==> config.mk <==
export PLATFORM = sky130hd
export DESIGN_NAME = core_top
export DESIGN_NICKNAME = d
export VERILOG_FILES = /design/src/common/av_pkg.sv /design/src/common/bridge_pkg.sv /design/src/hdl/core_top.sv /design/src/audio/i2s_serializer.sv /design/src/audio/audio_clock_gen.sv /design/src/video/video_conditioner.sv /design/src/hdl/core_control.sv
export SDC_FILE = /design/constraint.sdc
export NUM_CORES = 1
export LEC_CHECK = 0
export BUFFER_PORTS_ARGS = -buffer_cell sky130_fd_sc_hd__buf_2
export CAP_MARGIN = 0
export CORE_ASPECT_RATIO = 0.7
export CORE_MARGIN = 2
export CORE_UTILIZATION = 55
export CTS_CLUSTER_DIAMETER = 100
export DETAILED_ROUTE_END_ITERATION = 8
export PLACE_DENSITY_LB_ADDON = 0.15
export SLEW_MARGIN = 30
export SYNTH_ARGS = -nofsm -noshare
export SYNTH_HDL_FRONTEND = slang
export SYNTH_HIERARCHICAL = 1
export SYNTH_SLANG_ARGS = --single-unit
==> constraint.sdc <==
create_clock -name clk_74a -period 4.4 [get_ports clk_74a]
set_clock_uncertainty 0.1 [all_clocks]
set_input_delay 1.1 -clock clk_74a [delete_from_list [all_inputs] [get_ports clk_74a]]
set_output_delay 1.1 -clock clk_74a [all_outputs]
set_load 0.01 [all_outputs]
==> src/common/av_pkg.sv <==
// audio and video definitions
// source and output video structs
// i2s clocking and slot format constants

`default_nettype none

package av_pkg;

  ////////////////////////////////////////
  // video
  ////////////////////////////////////////

  // pixel and sync as they leave the emulator core
  typedef struct packed {
    logic [23:0] rgb;
    logic        hblank;
    logic        vblank;
    logic        hs;
    logic        vs;
  } src_video_t;

  // conditioned video for the scaler
  typedef struct packed {
    logic [23:0] rgb;
    logic        de;
    logic        hs;
    logic        vs;
  } out_video_t;

  // hs pulse lag after the source edge, keeps it clear of vs
  localparam logic [2:0] hs_delay = 3'd7;

  ////////////////////////////////////////
  // audio
  ////////////////////////////////////////

  // mclk = 74.25 mhz * step / (2 * wrap), about 12.288 mhz
  localparam logic [21:0] mclk_step = 22'd245760;
  localparam logic [21:0] mclk_wrap = 22'd742500;

  // active bits per channel and bits per channel slot
  localparam int sample_w  = 16;
  localparam int slot_bits = 32;

endpackage

`default_nettype wire

==> src/common/bridge_pkg.sv <==
// host bridge definitions
// bus cycle struct for one bridge access
// register address map and control/status bit positions

`default_nettype none

package bridge_pkg;

  ////////////////////////////////////////
  // bus cycle
  ////////////////////////////////////////

  // one host access, rd and wr are single-cycle strobes
  typedef struct packed {
    logic [31:0] addr;
    logic        rd;
    logic        wr;
    logic [31:0] wr_data;
  } bridge_req_t;

  ////////////////////////////////////////
  // address map
  ////////////////////////////////////////

  // control register, read back as status
  localparam logic [31:0] ctrl_addr   = 32'hF800_0000;
  // any write here ends a download
  localparam logic [31:0] done_addr   = 32'hF800_0004;
  // read-only status
  localparam logic [31:0] status_addr = 32'hF800_0008;

  // bit positions in control and status words
  localparam logic [4:0] run_bit = 5'd0;
  localparam logic [4:0] dl_bit  = 5'd1;

endpackage

`default_nettype wire
==> src/hdl/core_top.sv <==
// core top level
// bridge register block, video conditioner
// audio clock generator and i2s serializer

`timescale 1ns/10ps
`default_nettype none

module core_top (
  input  wire                          clk_74a,
  input  wire                          rst,

  // host bridge
  input  wire bridge_pkg::bridge_req_t bridge,
  output logic [31:0]                  bridge_rd_data,

  // video in from the core, out to the scaler
  input  wire av_pkg::src_video_t      src_video,
  output av_pkg::out_video_t           out_video,

  // sample intake, four-phase req/ack
  input  wire                          audio_req,
  input  wire [av_pkg::sample_w-1:0]   audio_sample,
  output logic                         audio_ack,

  // i2s pins
  output logic                         audio_mclk,
  output logic                         audio_sclk,
  output logic                         audio_dac,
  output logic                         audio_lrck
);

  // run flag fans out to video and audio
  logic run;
  // one strobe per i2s bit time
  logic sclk_fall;

  ////////////////////////////////////////
  // control
  ////////////////////////////////////////

  // downloading is only seen through the status register here
  core_control core_control_i (
    .clk_74a        (clk_74a),
    .rst            (rst),
    .bridge         (bridge),
    .bridge_rd_data (bridge_rd_data),
    .run            (run),
    .downloading    ()
  );

  ////////////////////////////////////////
  // video
  ////////////////////////////////////////

  video_conditioner video_conditioner_i (
    .clk_74a   (clk_74a),
    .rst       (rst),
    .run       (run),
    .src_video (src_video),
    .out_video (out_video)
  );

  ////////////////////////////////////////
  // audio
  ////////////////////////////////////////

  audio_clock_gen audio_clock_gen_i (
    .clk_74a   (clk_74a),
    .rst       (rst),
    .mclk      (audio_mclk),
    .sclk      (audio_sclk),
    .sclk_fall (sclk_fall)
  );

  i2s_serializer i2s_serializer_i (
    .clk_74a      (clk_74a),
    .rst          (rst),
    .run          (run),
    .sclk_fall    (sclk_fall),
    .audio_req    (audio_req),
    .audio_sample (audio_sample),
    .audio_ack    (audio_ack),
    .dac          (audio_dac),
    .lrck         (audio_lrck)
  );

endmodule

`default_nettype wire

==> src/audio/i2s_serializer.sv <==
// i2s serializer
// four-phase sample intake with pending sample register
// 16 active bits per 32-bit channel slot, msb first

`timescale 1ns/10ps
`default_nettype none

module i2s_serializer (
  input  wire                        clk_74a,
  input  wire                        rst,
  input  wire                        run,
  input  wire                        sclk_fall,
  input  wire                        audio_req,
  input  wire [av_pkg::sample_w-1:0] audio_sample,
  output logic                       audio_ack,
  output logic                       dac,
  output logic                       lrck
);

  // last sample taken from the source
  logic [av_pkg::sample_w-1:0]  pending;
  // same word for both channels
  logic [av_pkg::slot_bits-1:0] fmt_word;
  logic [av_pkg::slot_bits-1:0] shift;
  // bit position inside the channel slot
  logic [4:0]                   slot_cnt;

  ////////////////////////////////////////
  // sample intake
  ////////////////////////////////////////

  always_ff @(posedge clk_74a) begin
    if (rst) begin
      audio_ack <= 1'b0;
    end else if (audio_req && !audio_ack) begin
      audio_ack <= 1'b1;
    end else if (!audio_req) begin
      audio_ack <= 1'b0;
    end
  end

  // newer sample overwrites, no back-pressure
  always_ff @(posedge clk_74a) begin
    if (audio_req && !audio_ack) begin
      pending <= audio_sample;
    end
  end

  // leading zero then the top 15 bits, halved to stay in range
  assign fmt_word = {1'b0, pending[av_pkg::sample_w-1:1], 1'b0, pending[av_pkg::sample_w-1:1]};

  ////////////////////////////////////////
  // shift out
  ////////////////////////////////////////

  always_ff @(posedge clk_74a) begin
    if (rst) begin
      dac      <= 1'b0;
      lrck     <= 1'b0;
      slot_cnt <= '0;
      shift    <= '0;
    end else if (sclk_fall) begin
      dac      <= run ? shift[av_pkg::slot_bits-1] : 1'b0;
      slot_cnt <= slot_cnt + 5'd1;
      if (slot_cnt == 5'(av_pkg::slot_bits - 1)) begin
        // end of slot, switch channel
        lrck <= ~lrck;
        // load only when going to the left channel
        if (!lrck && run) begin
          shift <= fmt_word;
        end
      end else if (!run) begin
        shift <= '0;
      end else if (slot_cnt < 5'(av_pkg::sample_w)) begin
        // first 16 bit times only
        shift <= {shift[av_pkg::slot_bits-2:0], 1'b0};
      end
    end
  end

  // ack answers a held request, never runs ahead of it
  a_ack_follows_req : assert property (
    @(posedge clk_74a) disable iff (rst)
    $rose(audio_ack) |-> $past(audio_req)
  );

endmodule

`default_nettype wire

==> src/audio/audio_clock_gen.sv <==
// audio clock generator
// fractional accumulator for mclk
// sclk as mclk divided by four, with falling-edge strobe

`timescale 1ns/10ps
`default_nettype none

module audio_clock_gen (
  input  wire  clk_74a,
  input  wire  rst,
  output logic mclk,
  output logic sclk,
  output logic sclk_fall
);

  // phase accumulator, toggles mclk on wrap
  logic [21:0] accum;
  // mclk divider, msb is sclk
  logic [1:0]  div;
  logic        wrap_hit;

  assign wrap_hit = (accum >= av_pkg::mclk_wrap);
  assign sclk     = div[1];

  always_ff @(posedge clk_74a) begin
    if (rst) begin
      accum     <= '0;
      mclk      <= 1'b0;
      div       <= '0;
      sclk_fall <= 1'b0;
    end else begin
      sclk_fall <= 1'b0;
      if (wrap_hit) begin
        accum <= accum - av_pkg::mclk_wrap + av_pkg::mclk_step;
        mclk  <= ~mclk;
        // mclk about to rise, step the divider
        if (!mclk) begin
          div       <= div + 2'd1;
          // 3 -> 0 drops sclk
          sclk_fall <= (div == 2'b11);
        end
      end else begin
        accum <= accum + av_pkg::mclk_step;
      end
    end
  end

  // wrap is checked every cycle so the excess never exceeds one step
  a_accum_bound : assert property (
    @(posedge clk_74a) disable iff (rst)
    accum < (av_pkg::mclk_wrap + av_pkg::mclk_step)
  );

endmodule

`default_nettype wire

==> src/video/video_conditioner.sv <==
// video output conditioner
// data enable from blanking, rgb blanked outside active area
// delayed hs pulse and single-cycle vs pulse

`timescale 1ns/10ps
`default_nettype none

module video_conditioner (
  input  wire                     clk_74a,
  input  wire                     rst,
  input  wire                     run,
  input  wire av_pkg::src_video_t src_video,
  output av_pkg::out_video_t      out_video
);

  // previous sync levels for edge detect
  logic       hs_prev;
  logic       vs_prev;
  // counts down to the hs pulse
  logic [2:0] hs_cnt;

  logic       hs_rise;
  logic       vs_rise;
  logic       active;

  assign hs_rise = src_video.hs && !hs_prev;
  assign vs_rise = src_video.vs && !vs_prev;
  assign active  = !(src_video.hblank || src_video.vblank);

  always_ff @(posedge clk_74a) begin
    if (rst) begin
      out_video <= '0;
      hs_prev   <= 1'b0;
      vs_prev   <= 1'b0;
      hs_cnt    <= '0;
    end else begin
      hs_prev <= src_video.hs;
      vs_prev <= src_video.vs;
      if (!run) begin
        // core halted, hold the scaler quiet
        out_video <= '0;
        hs_cnt    <= '0;
      end else begin
        out_video.de  <= active;
        out_video.rgb <= active ? src_video.rgb : 24'h0;
        // vs out the cycle after its edge
        out_video.vs  <= vs_rise;
        // count of 2 fires hs, lands 7 cycles after the edge
        out_video.hs  <= (hs_cnt == 3'd2);
        if (hs_rise) begin
          hs_cnt <= av_pkg::hs_delay;
        end else if (hs_cnt != 3'd0) begin
          hs_cnt <= hs_cnt - 3'd1;
        end
      end
    end
  end

  // delay keeps the scaler from seeing both syncs at once
  a_hs_vs_apart : assert property (
    @(posedge clk_74a) disable iff (rst)
    !(out_video.hs && out_video.vs)
  );

endmodule

`default_nettype wire

==> src/hdl/core_control.sv <==
// bridge register block
// run and downloading flags
// registered read mux, zero for unmapped addresses

`timescale 1ns/10ps
`default_nettype none

module core_control (
  input  wire                          clk_74a,
  input  wire                          rst,
  input  wire bridge_pkg::bridge_req_t bridge,
  output logic [31:0]                  bridge_rd_data,
  output logic                         run,
  output logic                         downloading
);

  // address decode
  logic        hit_ctrl;
  logic        hit_done;
  logic        hit_status;

  // flags packed at their bit positions
  logic [31:0] status_word;
  // read data before the output register
  logic [31:0] rd_mux;

  ////////////////////////////////////////
  // decode
  ////////////////////////////////////////

  assign hit_ctrl   = (bridge.addr == bridge_pkg::ctrl_addr);
  assign hit_done   = (bridge.addr == bridge_pkg::done_addr);
  assign hit_status = (bridge.addr == bridge_pkg::status_addr);

  always_comb begin
    status_word = '0;
    status_word[bridge_pkg::run_bit] = run;
    status_word[bridge_pkg::dl_bit]  = downloading;
  end

  // ctrl reads back the same word as status
  always_comb begin
    if (hit_ctrl || hit_status) begin
      rd_mux = status_word;
    end else begin
      rd_mux = '0;
    end
  end

  ////////////////////////////////////////
  // flags
  ////////////////////////////////////////

  always_ff @(posedge clk_74a) begin
    if (rst) begin
      run         <= 1'b0;
      downloading <= 1'b0;
    end else if (bridge.wr) begin
      if (hit_ctrl) begin
        // run follows the written bit
        run <= bridge.wr_data[bridge_pkg::run_bit];
        // dl only sets here, cleared by done
        if (bridge.wr_data[bridge_pkg::dl_bit]) begin
          downloading <= 1'b1;
        end
      end else if (hit_done) begin
        downloading <= 1'b0;
      end
    end
  end

  ////////////////////////////////////////
  // read data
  ////////////////////////////////////////

  // one cycle latency, held until the next rd
  always_ff @(posedge clk_74a) begin
    if (rst) begin
      bridge_rd_data <= '0;
    end else if (bridge.rd) begin
      bridge_rd_data <= rd_mux;
    end
  end

  // host issues one access per cycle
  a_rd_wr_exclusive : assert property (
    @(posedge clk_74a) disable iff (rst)
    !(bridge.rd && bridge.wr)
  );

endmodule

`default_nettype wire

==> flow_summary.json, run 1 <==
{
  "antenna_found_initial": 0,
  "grt_pass1_wl_um": 18200,
  "run_status": "complete, no violations",
  "synth_top_family_by_area": "simple AND/OR/NAND/NOR gates",
  "grt-ovfl-total": 0,
  "hpwl_um": 7810,
  "grt_use_met2": 0.332,
  "cts_resized": 0,
  "synthCells": 564,
  "clk_latency_ns": 0.41,
  "drc_errors": 0,
  "clkTransAtPathRegs_ns": 0.06,
  "detail-route-antenna-nets": 0,
  "r2r_cells": 9,
  "whs_path_depth": 1,
  "cp_slowest_stage_delay_ns": 0.44,
  "clkSinkCount": 115,
  "slowest_stage": "o211ai_4",
  "die_h_um": 89.1,
  "htreeDepth": 4,
  "min_from": "audio_clock_gen_i/accum[21]$_SDFF_PP0_",
  "arrival_ns": 2.97,
  "synth-compound-area-share": 0.114,
  "track_usage": 0.205,
  "synth_fa_ha_area_frac": 0.0286,
  "yosys_warnings": 6,
  "synth_seq_cells": 115,
  "maxCapViolCount": 0,
  "ys_seq_area_frac": 0.431,
  "rrSetupSlack_ns": 1.63,
  "crit_family": "buffers and inverters",
  "finalSetupViolCount": 0,
  "portBuffers": 115,
  "synthDistinctLibCells": 70,
  "rr_endpoint": "i2s_serializer_i/shift[12]$_SDFFE_PP0P_",
  "crit_type": "register to register",
  "use_met3": 0.0658,
  "cp-startpoint": "i2s_serializer_i/slot_cnt[0]$_SDFFE_PP0P_",
  "startpoint_type": "register",
  "dr.first_iter.drc_count": 244,
  "via_per_inst": 5.24,
  "start_util": 0.557,
  "peakVddDrop_mv": 0.274,
  "leakagePower_nw": 2.89,
  "io_pins": 177,
  "worstPathMaxFanout": 45,
  "routed_wl_um": 11500,
  "synth_ff_type": "dfxtp_1",
  "synth-edff-count": 15,
  "nFillCells": 818,
  "syn_area_per_cell_um2": 10.1,
  "grtUsageMet1": 0.264,
  "dr.pass1.iters": 4,
  "path_buf_inv": 4,
  "yosys.area.top_type_share": 0.352,
  "rsz0062_at_grt": "no",
  "final_nets": 797,
  "layout_commonest_cell": "buf_2",
  "end_kind": "register",
  "die-area_mm2": 0.0112,
  "tightest_slew_ns": 0.693,
  "die_w_um": 126,
  "synthXorXnorAreaFrac": 0.0139,
  "cp.required_ns": 4.59,
  "cts_buffers": 17,
  "mostFrequentLayoutCells": "buf_2 (115), dfxtp_1 (100), a21oi_1 (50), nor2b_1 (38), nand3b_1 (34)",
  "grt_pass1_vias": 3926,
  "synth-simple-area-share": 0.239,
  "row_count": 31,
  "routabilityCongestion": 0.819,
  "netlist_area_mm2": 0.00569,
  "clock_path_buffers": 2,
  "vias": 4272,
  "synthArstFlopShare": 0,
  "min_period_ns": 2.77,
  "cts_tree": "done",
  "hp-class": "register to register",
  "gr-max-usage-layer": "met2",
  "hold_path_end": "audio_clock_gen_i/accum[21]$_SDFF_PP0_",
  "yosys.area.top_type": "dfxtp_1",
  "hold_viol": 0,
  "synthMuxAreaShare": 0.0893,
  "area_growth_pct": 18.7,
  "powerDensity_mw_per_mm2": 420,
  "setup_tns_ns": 0,
  "fin_crit_sh": 0.630,
  "ys_top_cells_by_area": "dfxtp_1 (35%), edfxtp_1 (7.9%), mux2_4 (5.5%), nand3b_1 (4.5%), a21oi_1 (4.4%)",
  "n_antenna_cell": 0,
  "holdWs_ns": 0.358,
  "slew_viol_final": 0,
  "postCtsHoldBufs": 0,
  "coreArea_mm2": 0.0102,
  "post_cts_buffers": 0,
  "r2r-start": "i2s_serializer_i/slot_cnt[0]$_SDFFE_PP0P_",
  "root_buffer": "clkbuf_16",
  "grt_max_degree": 105,
  "drive_above_1_share": 0.322,
  "crit_path_cell_trace": "ha_1 -> and3_1 -> ha_1 -> buf_4 -> inv_1 -> o211ai_4 -> buf_8 -> buf_8 -> mux2_2",
  "max-slew-margin-rel": 0.537,
  "wl_per_cell_um": 14.1,
  "fmax_ghz": 0.361
}
==> per-stage QoR <==
stage	util	area, µm²	power (mW)	setup WS [ns]	std cells
global route	0.661	6750	2.96	1.45	816
floorplan	-	5790	1.48	1.56	593
CTS	0.661	6740	2.85	1.62	816
finish	0.661	6750	2.83	1.63	816
detailed placement	0.605	6170	1.54	1.40	784
global placement	0.602	6140	1.53	1.42	782
==> registers in the layout, indices dropped and copies added (netlist names), 2 cells and up <==
signal and cells:
audio_clock_gen_i/accum 20, audio_clock_gen_i/div 2, core_control_i/bridge_rd_data 2, i2s_serializer_i/pending 15, i2s_serializer_i/shift 32, i2s_serializer_i/slot_cnt 5, video_conditioner_i/hs_cnt 3, video_conditioner_i/out_video 27
==> synth_stat cells (all sizes together) (3+ instances only) <==
cell type,number
dfxtp,100
xnor2,6
xor2,3
nor3,6
nand2,30
clkbuf,19
mux2,31
edfxtp,15
inv,10
a31o,3
nand2b,11
o21ai,13
a31oi,6
and3,4
nand3,4
a21oi,52
ha,13
nand3b,34
nand4,3
and2,26
mux2i,8
or4,6
nor2b,39
buf,43
a211oi,4
nor2,24
o211ai,3
nor4,10
or3,9
==> cell families after synthesis <==
kind of cell	after synthesis
simple gates	217
flops	115
compound gates	98
buf+inv	72
mux	39
fa+ha+maj	13
xor+xnor	9
other cells	1
==> where the power goes <==
group / internal, mW / leakage [nW] / switching, mW / total [mW]
Sequential: 1.11 / 0.952 / 0.0697 / 1.18
Clock: 0.795 / 0.273 / 0.508 / 1.30
Combinational: 0.153 / 1.67 / 0.192 / 0.345
Total: 2.06 / 2.89 / 0.769 / 2.83
==> routing by layer <==
metal,share of wire,wire length [µm],vias up
met1,0.48,5550,1990
li1,-,-,2140
met2,0.45,5120,129
met4,0.011,129,0
met5,0,0,-
met3,0.059,679,13
==> cell type report <==
class,instances,area [µm²],share of cell area
repair buffers,121,648,0.0961
inverters,10,37.5,0.00556
well taps,132,165,0.0245
clock inverters,14,129,0.0191
clock buffers,18,439,0.0651
multi-input cells,406,2880,0.426
flip-flops and latches,115,2450,0.364
==> worst max path at each step <==
stage / cells past startpoint / slack [ns] / to
global placement: 5 / 1.42 / core_control_i/bridge_rd_data[1]$_SDFFE_PP0P_
floorplan: 4 / 1.56 / core_control_i/bridge_rd_data[1]$_SDFFE_PP0P_
finish: 9 / 1.63 / i2s_serializer_i/shift[12]$_SDFFE_PP0P_
global route: 9 / 1.45 / i2s_serializer_i/shift[12]$_SDFFE_PP0P_
CTS: 9 / 1.62 / i2s_serializer_i/shift[17]$_SDFFE_PP0P_
detailed placement: 5 / 1.40 / core_control_i/bridge_rd_data[1]$_SDFFE_PP0P_
==> worst reg2reg max path: cells and delay by family (launching register included) <==
family,cells,cell delay (ns)
simple gates,1,0.19
mux,1,0.34
fa+ha+maj,2,0.32
flops,1,0.37
buf+inv,4,0.88
compound gates,1,0.44
No activity file was read; power rests on OpenSTA's default activity.
==> inputs of run 2 (changes only) <==
--- a/config.mk
+++ b/config.mk
@@ -5,11 +5,12 @@
 export SDC_FILE = /design/constraint.sdc
 export NUM_CORES = 1
 export LEC_CHECK = 0
+export ABC_AREA = 1
 export BUFFER_PORTS_ARGS = -buffer_cell sky130_fd_sc_hd__buf_2
 export CAP_MARGIN = 0
 export CORE_ASPECT_RATIO = 0.7
 export CORE_MARGIN = 2
-export CORE_UTILIZATION = 55
+export CORE_UTILIZATION = 52
 export CTS_CLUSTER_DIAMETER = 100
 export DETAILED_ROUTE_END_ITERATION = 8
 export PLACE_DENSITY_LB_ADDON = 0.15
==> constraint.sdc (replaced) <==
create_clock -name clk_74a -period 2.8 [get_ports clk_74a]
set_clock_uncertainty 0.1 [all_clocks]
set_input_delay 0.7 -clock clk_74a [delete_from_list [all_inputs] [get_ports clk_74a]]
set_output_delay 0.7 -clock clk_74a [all_outputs]
set_load 0.01 [all_outputs]
==> flow_summary.json, run 2 <==
{
  "hp-class": "register to register",
  "r2r-start": "i2s_serializer_i/slot_cnt[0]$_SDFFE_PP0P_",
  "routabilityCongestion": 0.949,
  "clkSinkCount": 115,
  "r2r_cells": 8,
  "path_buf_inv": 1,
  "drive_above_1_share": 0.209,
  "final_nets": 1059,
  "rsz0062_at_grt": "no",
  "synth_seq_cells": 115,
  "synth-edff-count": 15,
  "rrSetupSlack_ns": 0.48,
  "synthDistinctLibCells": 38,
  "cp.required_ns": 2.99,
  "portBuffers": 115,
  "finalSetupViolCount": 0,
  "via_per_inst": 4.46,
  "grt_max_degree": 64,
  "postCtsHoldBufs": 0,
  "hpwl_um": 8050,
  "track_usage": 0.202,
  "tightest_slew_ns": 0.650,
  "slowest_stage": "nand3_4",
  "synthArstFlopShare": 0,
  "yosys.area.top_type": "dfxtp_1",
  "crit_type": "register to register",
  "leakagePower_nw": 3.64,
  "dp_slack_ns": 0.537,
  "setup_slack_ns": 0.479,
  "min_from": "video_conditioner_i/vs_prev$_SDFF_PP0_",
  "hold_path_end": "video_conditioner_i/out_video[0]$_SDFF_PP0_",
  "detail-route-antenna-nets": 0,
  "root_buffer": "clkbuf_16",
  "synth_most_common_cell": "nand2_1",
  "antenna_found_initial": 0,
  "dr.pass1.iters": 4,
  "crit_family": "simple AND/OR/NAND/NOR gates",
  "cts_tree": "done",
  "arrival_ns": 2.51,
  "n_antenna_cell": 0,
  "start_util": 0.534,
  "min_period_ns": 2.32,
  "grt_pass1_vias": 4417,
  "whs_path_depth": 1,
  "cts_resized": 0,
  "post_cts_buffers": 0,
  "clock_path_buffers": 2,
  "maxCapViolCount": 0,
  "grt_pass1_wl_um": 20100,
  "clkTransAtPathRegs_ns": 0.06,
  "die_h_um": 93.0,
  "cp_num_cells": 8,
  "wl_per_cell_um": 10.7,
  "mostFrequentLayoutCells": "nand2_1 (163), nor2_1 (154), inv_1 (120), buf_2 (115), dfxtp_1 (100)",
  "coreArea_mm2": 0.0110,
  "synth_ff_type": "dfxtp_1",
  "slew_viol_final": 0,
  "drc_errors": 0,
  "die_w_um": 131,
  "rr_endpoint": "i2s_serializer_i/shift[5]$_SDFFE_PP0P_",
  "startpoint_type": "register",
  "layout_commonest_cell": "nand2_1",
  "fin_crit_sh": 0.829,
  "end_kind": "register",
  "htreeDepth": 4,
  "run_status": "complete, no violations",
  "grt-ovfl-total": 0,
  "setup_tns_ns": 0,
  "largest_reg_flops": 32,
  "peakVddDrop_mv": 0.385,
  "vias": 4906,
  "row_count": 32,
  "fmax_ghz": 0.431,
  "netlist_area_mm2": 0.00588,
  "clk_latency_ns": 0.41,
  "crit_path_cell_trace": "ha_1 -> and3_1 -> ha_1 -> inv_2 -> nand3_2 -> nand3_4 -> nor2_1 -> nor2_1",
  "ys_seq_area_frac": 0.417,
  "cts_buffers": 17,
  "die-area_mm2": 0.0122,
  "area_growth_pct": 18.8,
  "worstPathMaxFanout": 63,
  "synthTopCellsByCount": "nand2_1 (163), nor2_1 (154), inv_1 (120)",
  "routed_wl_um": 11700,
  "syn_area_per_cell_um2": 7.15,
  "yosys.area.top_type_share": 0.340,
  "reg.largest.list": "i2s_serializer_i/shift (32), video_conditioner_i/out_video (27), audio_clock_gen_i/accum (20)",
  "synthCells": 823,
  "cp_slowest_stage_delay_ns": 0.49,
  "dr.first_iter.drc_count": 342,
  "yosys_warnings": 6,
  "io_pins": 177,
  "ys_top_cells_by_area": "dfxtp_1 (34%), nand2_1 (10%), nor2_1 (9.8%), edfxtp_1 (7.7%), inv_1 (7.7%)",
  "hold_viol": 0,
  "max-slew-margin-rel": 0.567,
  "powerDensity_mw_per_mm2": 709,
  "regMostFlops": "i2s_serializer_i/shift"
}
==> run 2: cell types whose count changed in the layout (fill, tap and decap cells not counted), moves of 31 or more <==
cell,previous run,this run
nand2_1,29,163
nor2_1,24,154
inv_1,10,120
nand3_1,4,63
nor2b_1,38,0
nand3b_1,34,3
==> run 2: worst register-to-register path: stages (launching register included) <==
cell     delay [ns]
dfxtp_1        0.40
ha_1           0.22
and3_1         0.19
ha_1           0.26
inv_2          0.06
nand3_2        0.09
nand3_4        0.49
nor2_1         0.32
nor2_1         0.08
==> run 2: through the flow <==
stage	util	area [µm²]	power (mW)	hold WS (ns)	instances
after global placement	0.579	6370	2.77	0.278	1067
after floorplan	-	5990	2.63	0.273	852
after global routing	0.634	6990	5.21	0.309	1099
after detailed placement	0.579	6370	2.77	0.286	1067
after CTS	0.634	6990	5.00	0.294	1099
final	0.634	6990	4.95	0.290	1099
==> run 2: worst max path at each step <==
stage                                                         start                                      end  slack, ns
after floorplan                                           audio_req   i2s_serializer_i/pending[10]$_DFFE_PP_       0.92
after global placement    i2s_serializer_i/slot_cnt[0]$_SDFFE_PP0P_   i2s_serializer_i/shift[0]$_SDFFE_PP0P_       0.53
after detailed placement  i2s_serializer_i/slot_cnt[0]$_SDFFE_PP0P_   i2s_serializer_i/shift[0]$_SDFFE_PP0P_       0.54
after CTS                 i2s_serializer_i/slot_cnt[0]$_SDFFE_PP0P_   i2s_serializer_i/shift[5]$_SDFFE_PP0P_       0.48
after global routing      i2s_serializer_i/slot_cnt[0]$_SDFFE_PP0P_  i2s_serializer_i/shift[19]$_SDFFE_PP0P_       0.18
final                     i2s_serializer_i/slot_cnt[0]$_SDFFE_PP0P_   i2s_serializer_i/shift[5]$_SDFFE_PP0P_       0.48
==> run 2: report_power, final <==
| part | switching, mW | total (mW) | internal [mW] | leakage [nW] |
|---|---|---|---|---|
| clock network | 0.821 | 2.21 | 1.39 | 0.298 |
| logic | 0.528 | 0.838 | 0.310 | 2.39 |
| registers | 0.128 | 1.91 | 1.78 | 0.952 |
| total | 1.48 | 4.95 | 3.48 | 3.64 |
==> run 2: area by class of cell <==
class	instances	area [µm²]
Inverter	128	480
Timing Repair Buffer	120	626
Clock inverter	14	164
Fill cell	1003	4030
Tap cell	153	191
Multi-Input combinational cell	551	2620
Clock buffer	18	450
Sequential cell	115	2450
==> run 2: layer usage <==
layer | vias up | part of all wire | track usage
met5 | - | 0 | 0
met4 | 0 | 0.0060 | 0.0652
met3 | 8 | 0.066 | 0.0618
met2 | 119 | 0.41 | 0.302
met1 | 2089 | 0.52 | 0.280
li1 | 2690 | - | -
==> run 2: cell families after synthesis <==
group                      count (synthesis)  share of synthesized area
AOI/OAI and AO/OA                         75                     0.0708
adders and majority gates                 13                     0.0277
other                                      1                   0.000638
xor gates and xnor gates                   6                    0.00893
buffers and inverters                    186                      0.156
and+or+nand+nor                          427                      0.319
DFF                                      115                      0.417
==> inputs of run 3 (changes only) <==
--- a/config.mk
+++ b/config.mk
@@ -5,12 +5,12 @@
 export SDC_FILE = /design/constraint.sdc
 export NUM_CORES = 1
 export LEC_CHECK = 0
-export ABC_AREA = 1
+export ABC_AREA = 0
 export BUFFER_PORTS_ARGS = -buffer_cell sky130_fd_sc_hd__buf_2
 export CAP_MARGIN = 0
 export CORE_ASPECT_RATIO = 0.7
 export CORE_MARGIN = 2
-export CORE_UTILIZATION = 52
+export CORE_UTILIZATION = 47
 export CTS_CLUSTER_DIAMETER = 100
 export DETAILED_ROUTE_END_ITERATION = 8
 export PLACE_DENSITY_LB_ADDON = 0.15
==> constraint.sdc (replaced) <==
create_clock -name clk_74a -period 1.89 [get_ports clk_74a]
set_clock_uncertainty 0.1 [all_clocks]
set_input_delay 0.4725 -clock clk_74a [delete_from_list [all_inputs] [get_ports clk_74a]]
set_output_delay 0.4725 -clock clk_74a [all_outputs]
set_load 0.01 [all_outputs]
==> flow_summary.json, run 3 (synthesis results as in run 1) <==
{
  "run_status": "finished with violations",
  "violations": "setup timing",
  "layout_commonest_cell": "buf_2",
  "maxCapViolCount": 0,
  "sw_frac_of_total": 0.274,
  "fin_crit_sh": 1.07,
  "peakVddDrop_mv": 0.789,
  "clkSinkCount": 115,
  "rsz0062_at_grt": "yes",
  "routabilityCongestion": 0.843,
  "post-route-util": 0.641,
  "r2r-start": "i2s_serializer_i/slot_cnt[1]$_SDFFE_PP0P_",
  "row_count": 33,
  "crit_type": "register to register",
  "die-area_mm2": 0.0130,
  "cp_common_cell": "ha_4",
  "coreArea_mm2": 0.0118,
  "final_nets": 856,
  "die_h_um": 96.0,
  "start_util": 0.483,
  "via_per_inst": 4.98,
  "holdWs_ns": 0.139,
  "setup_tns_ns": -2.66,
  "rr_endpoint": "i2s_serializer_i/shift[24]$_SDFFE_PP0P_",
  "drive_above_1_share": 0.424,
  "crit_path_cell_trace": "ha_4 -> and3_4 -> ha_4 -> nand3b_1 -> o211ai_4 -> buf_6 -> buf_12 -> mux2_4",
  "postCtsHoldBufs": 0,
  "cts_tree": "done",
  "detail-route-antenna-nets": 0,
  "antenna_found_initial": 0,
  "rrSetupSlack_ns": -0.13,
  "cp_slowest_stage_delay_ns": 0.33,
  "arrival_ns": 2.21,
  "min_period_ns": 2.02,
  "grt_pass1_vias": 4338,
  "grt-ovfl-total": 0,
  "root_buffer": "clkbuf_16",
  "startpoint_type": "register",
  "routed_wl_um": 12700,
  "n_antenna_cell": 0,
  "finalSetupViolCount": 42,
  "combPwrFrac": 0.184,
  "dr.pass1.iters": 4,
  "vias": 4486,
  "dr.first_iter.drc_count": 297,
  "cp-startpoint": "i2s_serializer_i/slot_cnt[1]$_SDFFE_PP0P_",
  "critical_path.endpoint": "i2s_serializer_i/shift[24]$_SDFFE_PP0P_",
  "slew_viol_final": 0,
  "setup_slack_ns": -0.126,
  "regMostFlops": "i2s_serializer_i/shift",
  "track_usage": 0.201,
  "clock_power_share": 0.435,
  "leakagePower_nw": 3.26,
  "cts_buffers": 17,
  "seqPwrFrac": 0.381,
  "clock_path_buffers": 2,
  "wl_per_cell_um": 14.1,
  "switchingPower_mw": 1.95,
  "cp.required_ns": 2.08,
  "hold_viol": 0,
  "portBuffers": 115,
  "r2r_cells": 8,
  "reg.largest.list": "i2s_serializer_i/shift (32), video_conditioner_i/out_video (27), audio_clock_gen_i/accum (20)",
  "powerDensity_mw_per_mm2": 944,
  "mostFrequentLayoutCells": "buf_2 (115), dfxtp_1 (93), buf_4 (55), a21oi_1 (45), nor2b_1 (36)",
  "grt_pass1_wl_um": 20500,
  "grt_max_degree": 68,
  "worstPathMaxFanout": 7,
  "drc_errors": 0,
  "clk_latency_ns": 0.41,
  "largest_reg_flops": 32,
  "die_w_um": 135,
  "hpwl_um": 8730,
  "hp-class": "primary input to register",
  "slowest_stage": "dfxtp_2",
  "internal_power_mw": 5.17,
  "io_pins": 177,
  "htreeDepth": 4,
  "area_growth_pct": 32.7,
  "end_kind": "register",
  "clkTransAtPathRegs_ns": 0.06,
  "fmax_ghz": 0.496
}
-- run 3: layer usage --
metal  vias up  wire, µm  track usage
li1       2262         -            -
met1      2096      6360        0.277
met2       121      5560        0.309
met3         7       705       0.0637
met4         0        47       0.0443
met5         -         0            0
-- run 3: final cells by class --
type                       count  area, µm²
sequential                   115       2470
timing repair buffer         180       1160
clock inverter                14        128
fill                         968       4220
inverter                      10       40.0
tap                          157        196
multi-input combinational    406       3100
clock buffer                  18        450
-- run 3: metrics by stage --
step	setup WS [ns]	total power, mW	cell area (µm²)	std cells
after floorplan	-0.272	3.48	5890	593
after global placement	-0.410	3.89	6710	860
after detailed placement	-0.432	3.92	6710	860
after CTS	-0.126	7.10	7490	902
after global routing	-0.186	7.42	7540	900
final	-0.126	7.12	7540	900
-- run 3: critical path: cells and delay by family (launching register included) --
family | cells | cell delay [ns]
AND/OR/NAND/NOR | 2 | 0.40
buffers and inverters | 2 | 0.30
adder cells (fa/ha/maj) | 2 | 0.31
AO/OA/AOI/OAI | 1 | 0.16
multiplexers | 1 | 0.29
flip-flops | 1 | 0.33
-- run 3: how the worst min path moves through the flow --
stage                                           startpoint                                endpoint  slack (ns)  cells after the start
global route                               audio_sample[7]   i2s_serializer_i/pending[7]$_DFFE_PP_        0.12                      1
floorplan           audio_clock_gen_i/accum[21]$_SDFF_PP0_  audio_clock_gen_i/accum[21]$_SDFF_PP0_        0.34                      1
global placement    audio_clock_gen_i/accum[21]$_SDFF_PP0_  audio_clock_gen_i/accum[21]$_SDFF_PP0_        0.35                      1
finish                                    audio_sample[10]  i2s_serializer_i/pending[10]$_DFFE_PP_        0.14                      1
detailed placement  audio_clock_gen_i/accum[21]$_SDFF_PP0_  audio_clock_gen_i/accum[21]$_SDFF_PP0_        0.35                      1
CTS                                       audio_sample[10]  i2s_serializer_i/pending[10]$_DFFE_PP_        0.13                      1
-- run 3: timing repair --
action / in CTS / in global routing
gates resized for setup: 21 / 27
buffers inserted: 7 / 0
gates cloned: 3 / 0
endpoints found under the setup margin: 50 / 56
pin swaps: 16 / 2
-- run 3: power groups by stage --
stage / Clock (mW) / Combinational, mW / Sequential, mW
finish: 3.09 / 1.31 / 2.71
global route: 3.27 / 1.42 / 2.73
CTS: 3.14 / 1.25 / 2.71
detailed placement: 0 / 1.17 / 2.75
global placement: 0 / 1.15 / 2.75
floorplan: 0 / 0.729 / 2.75
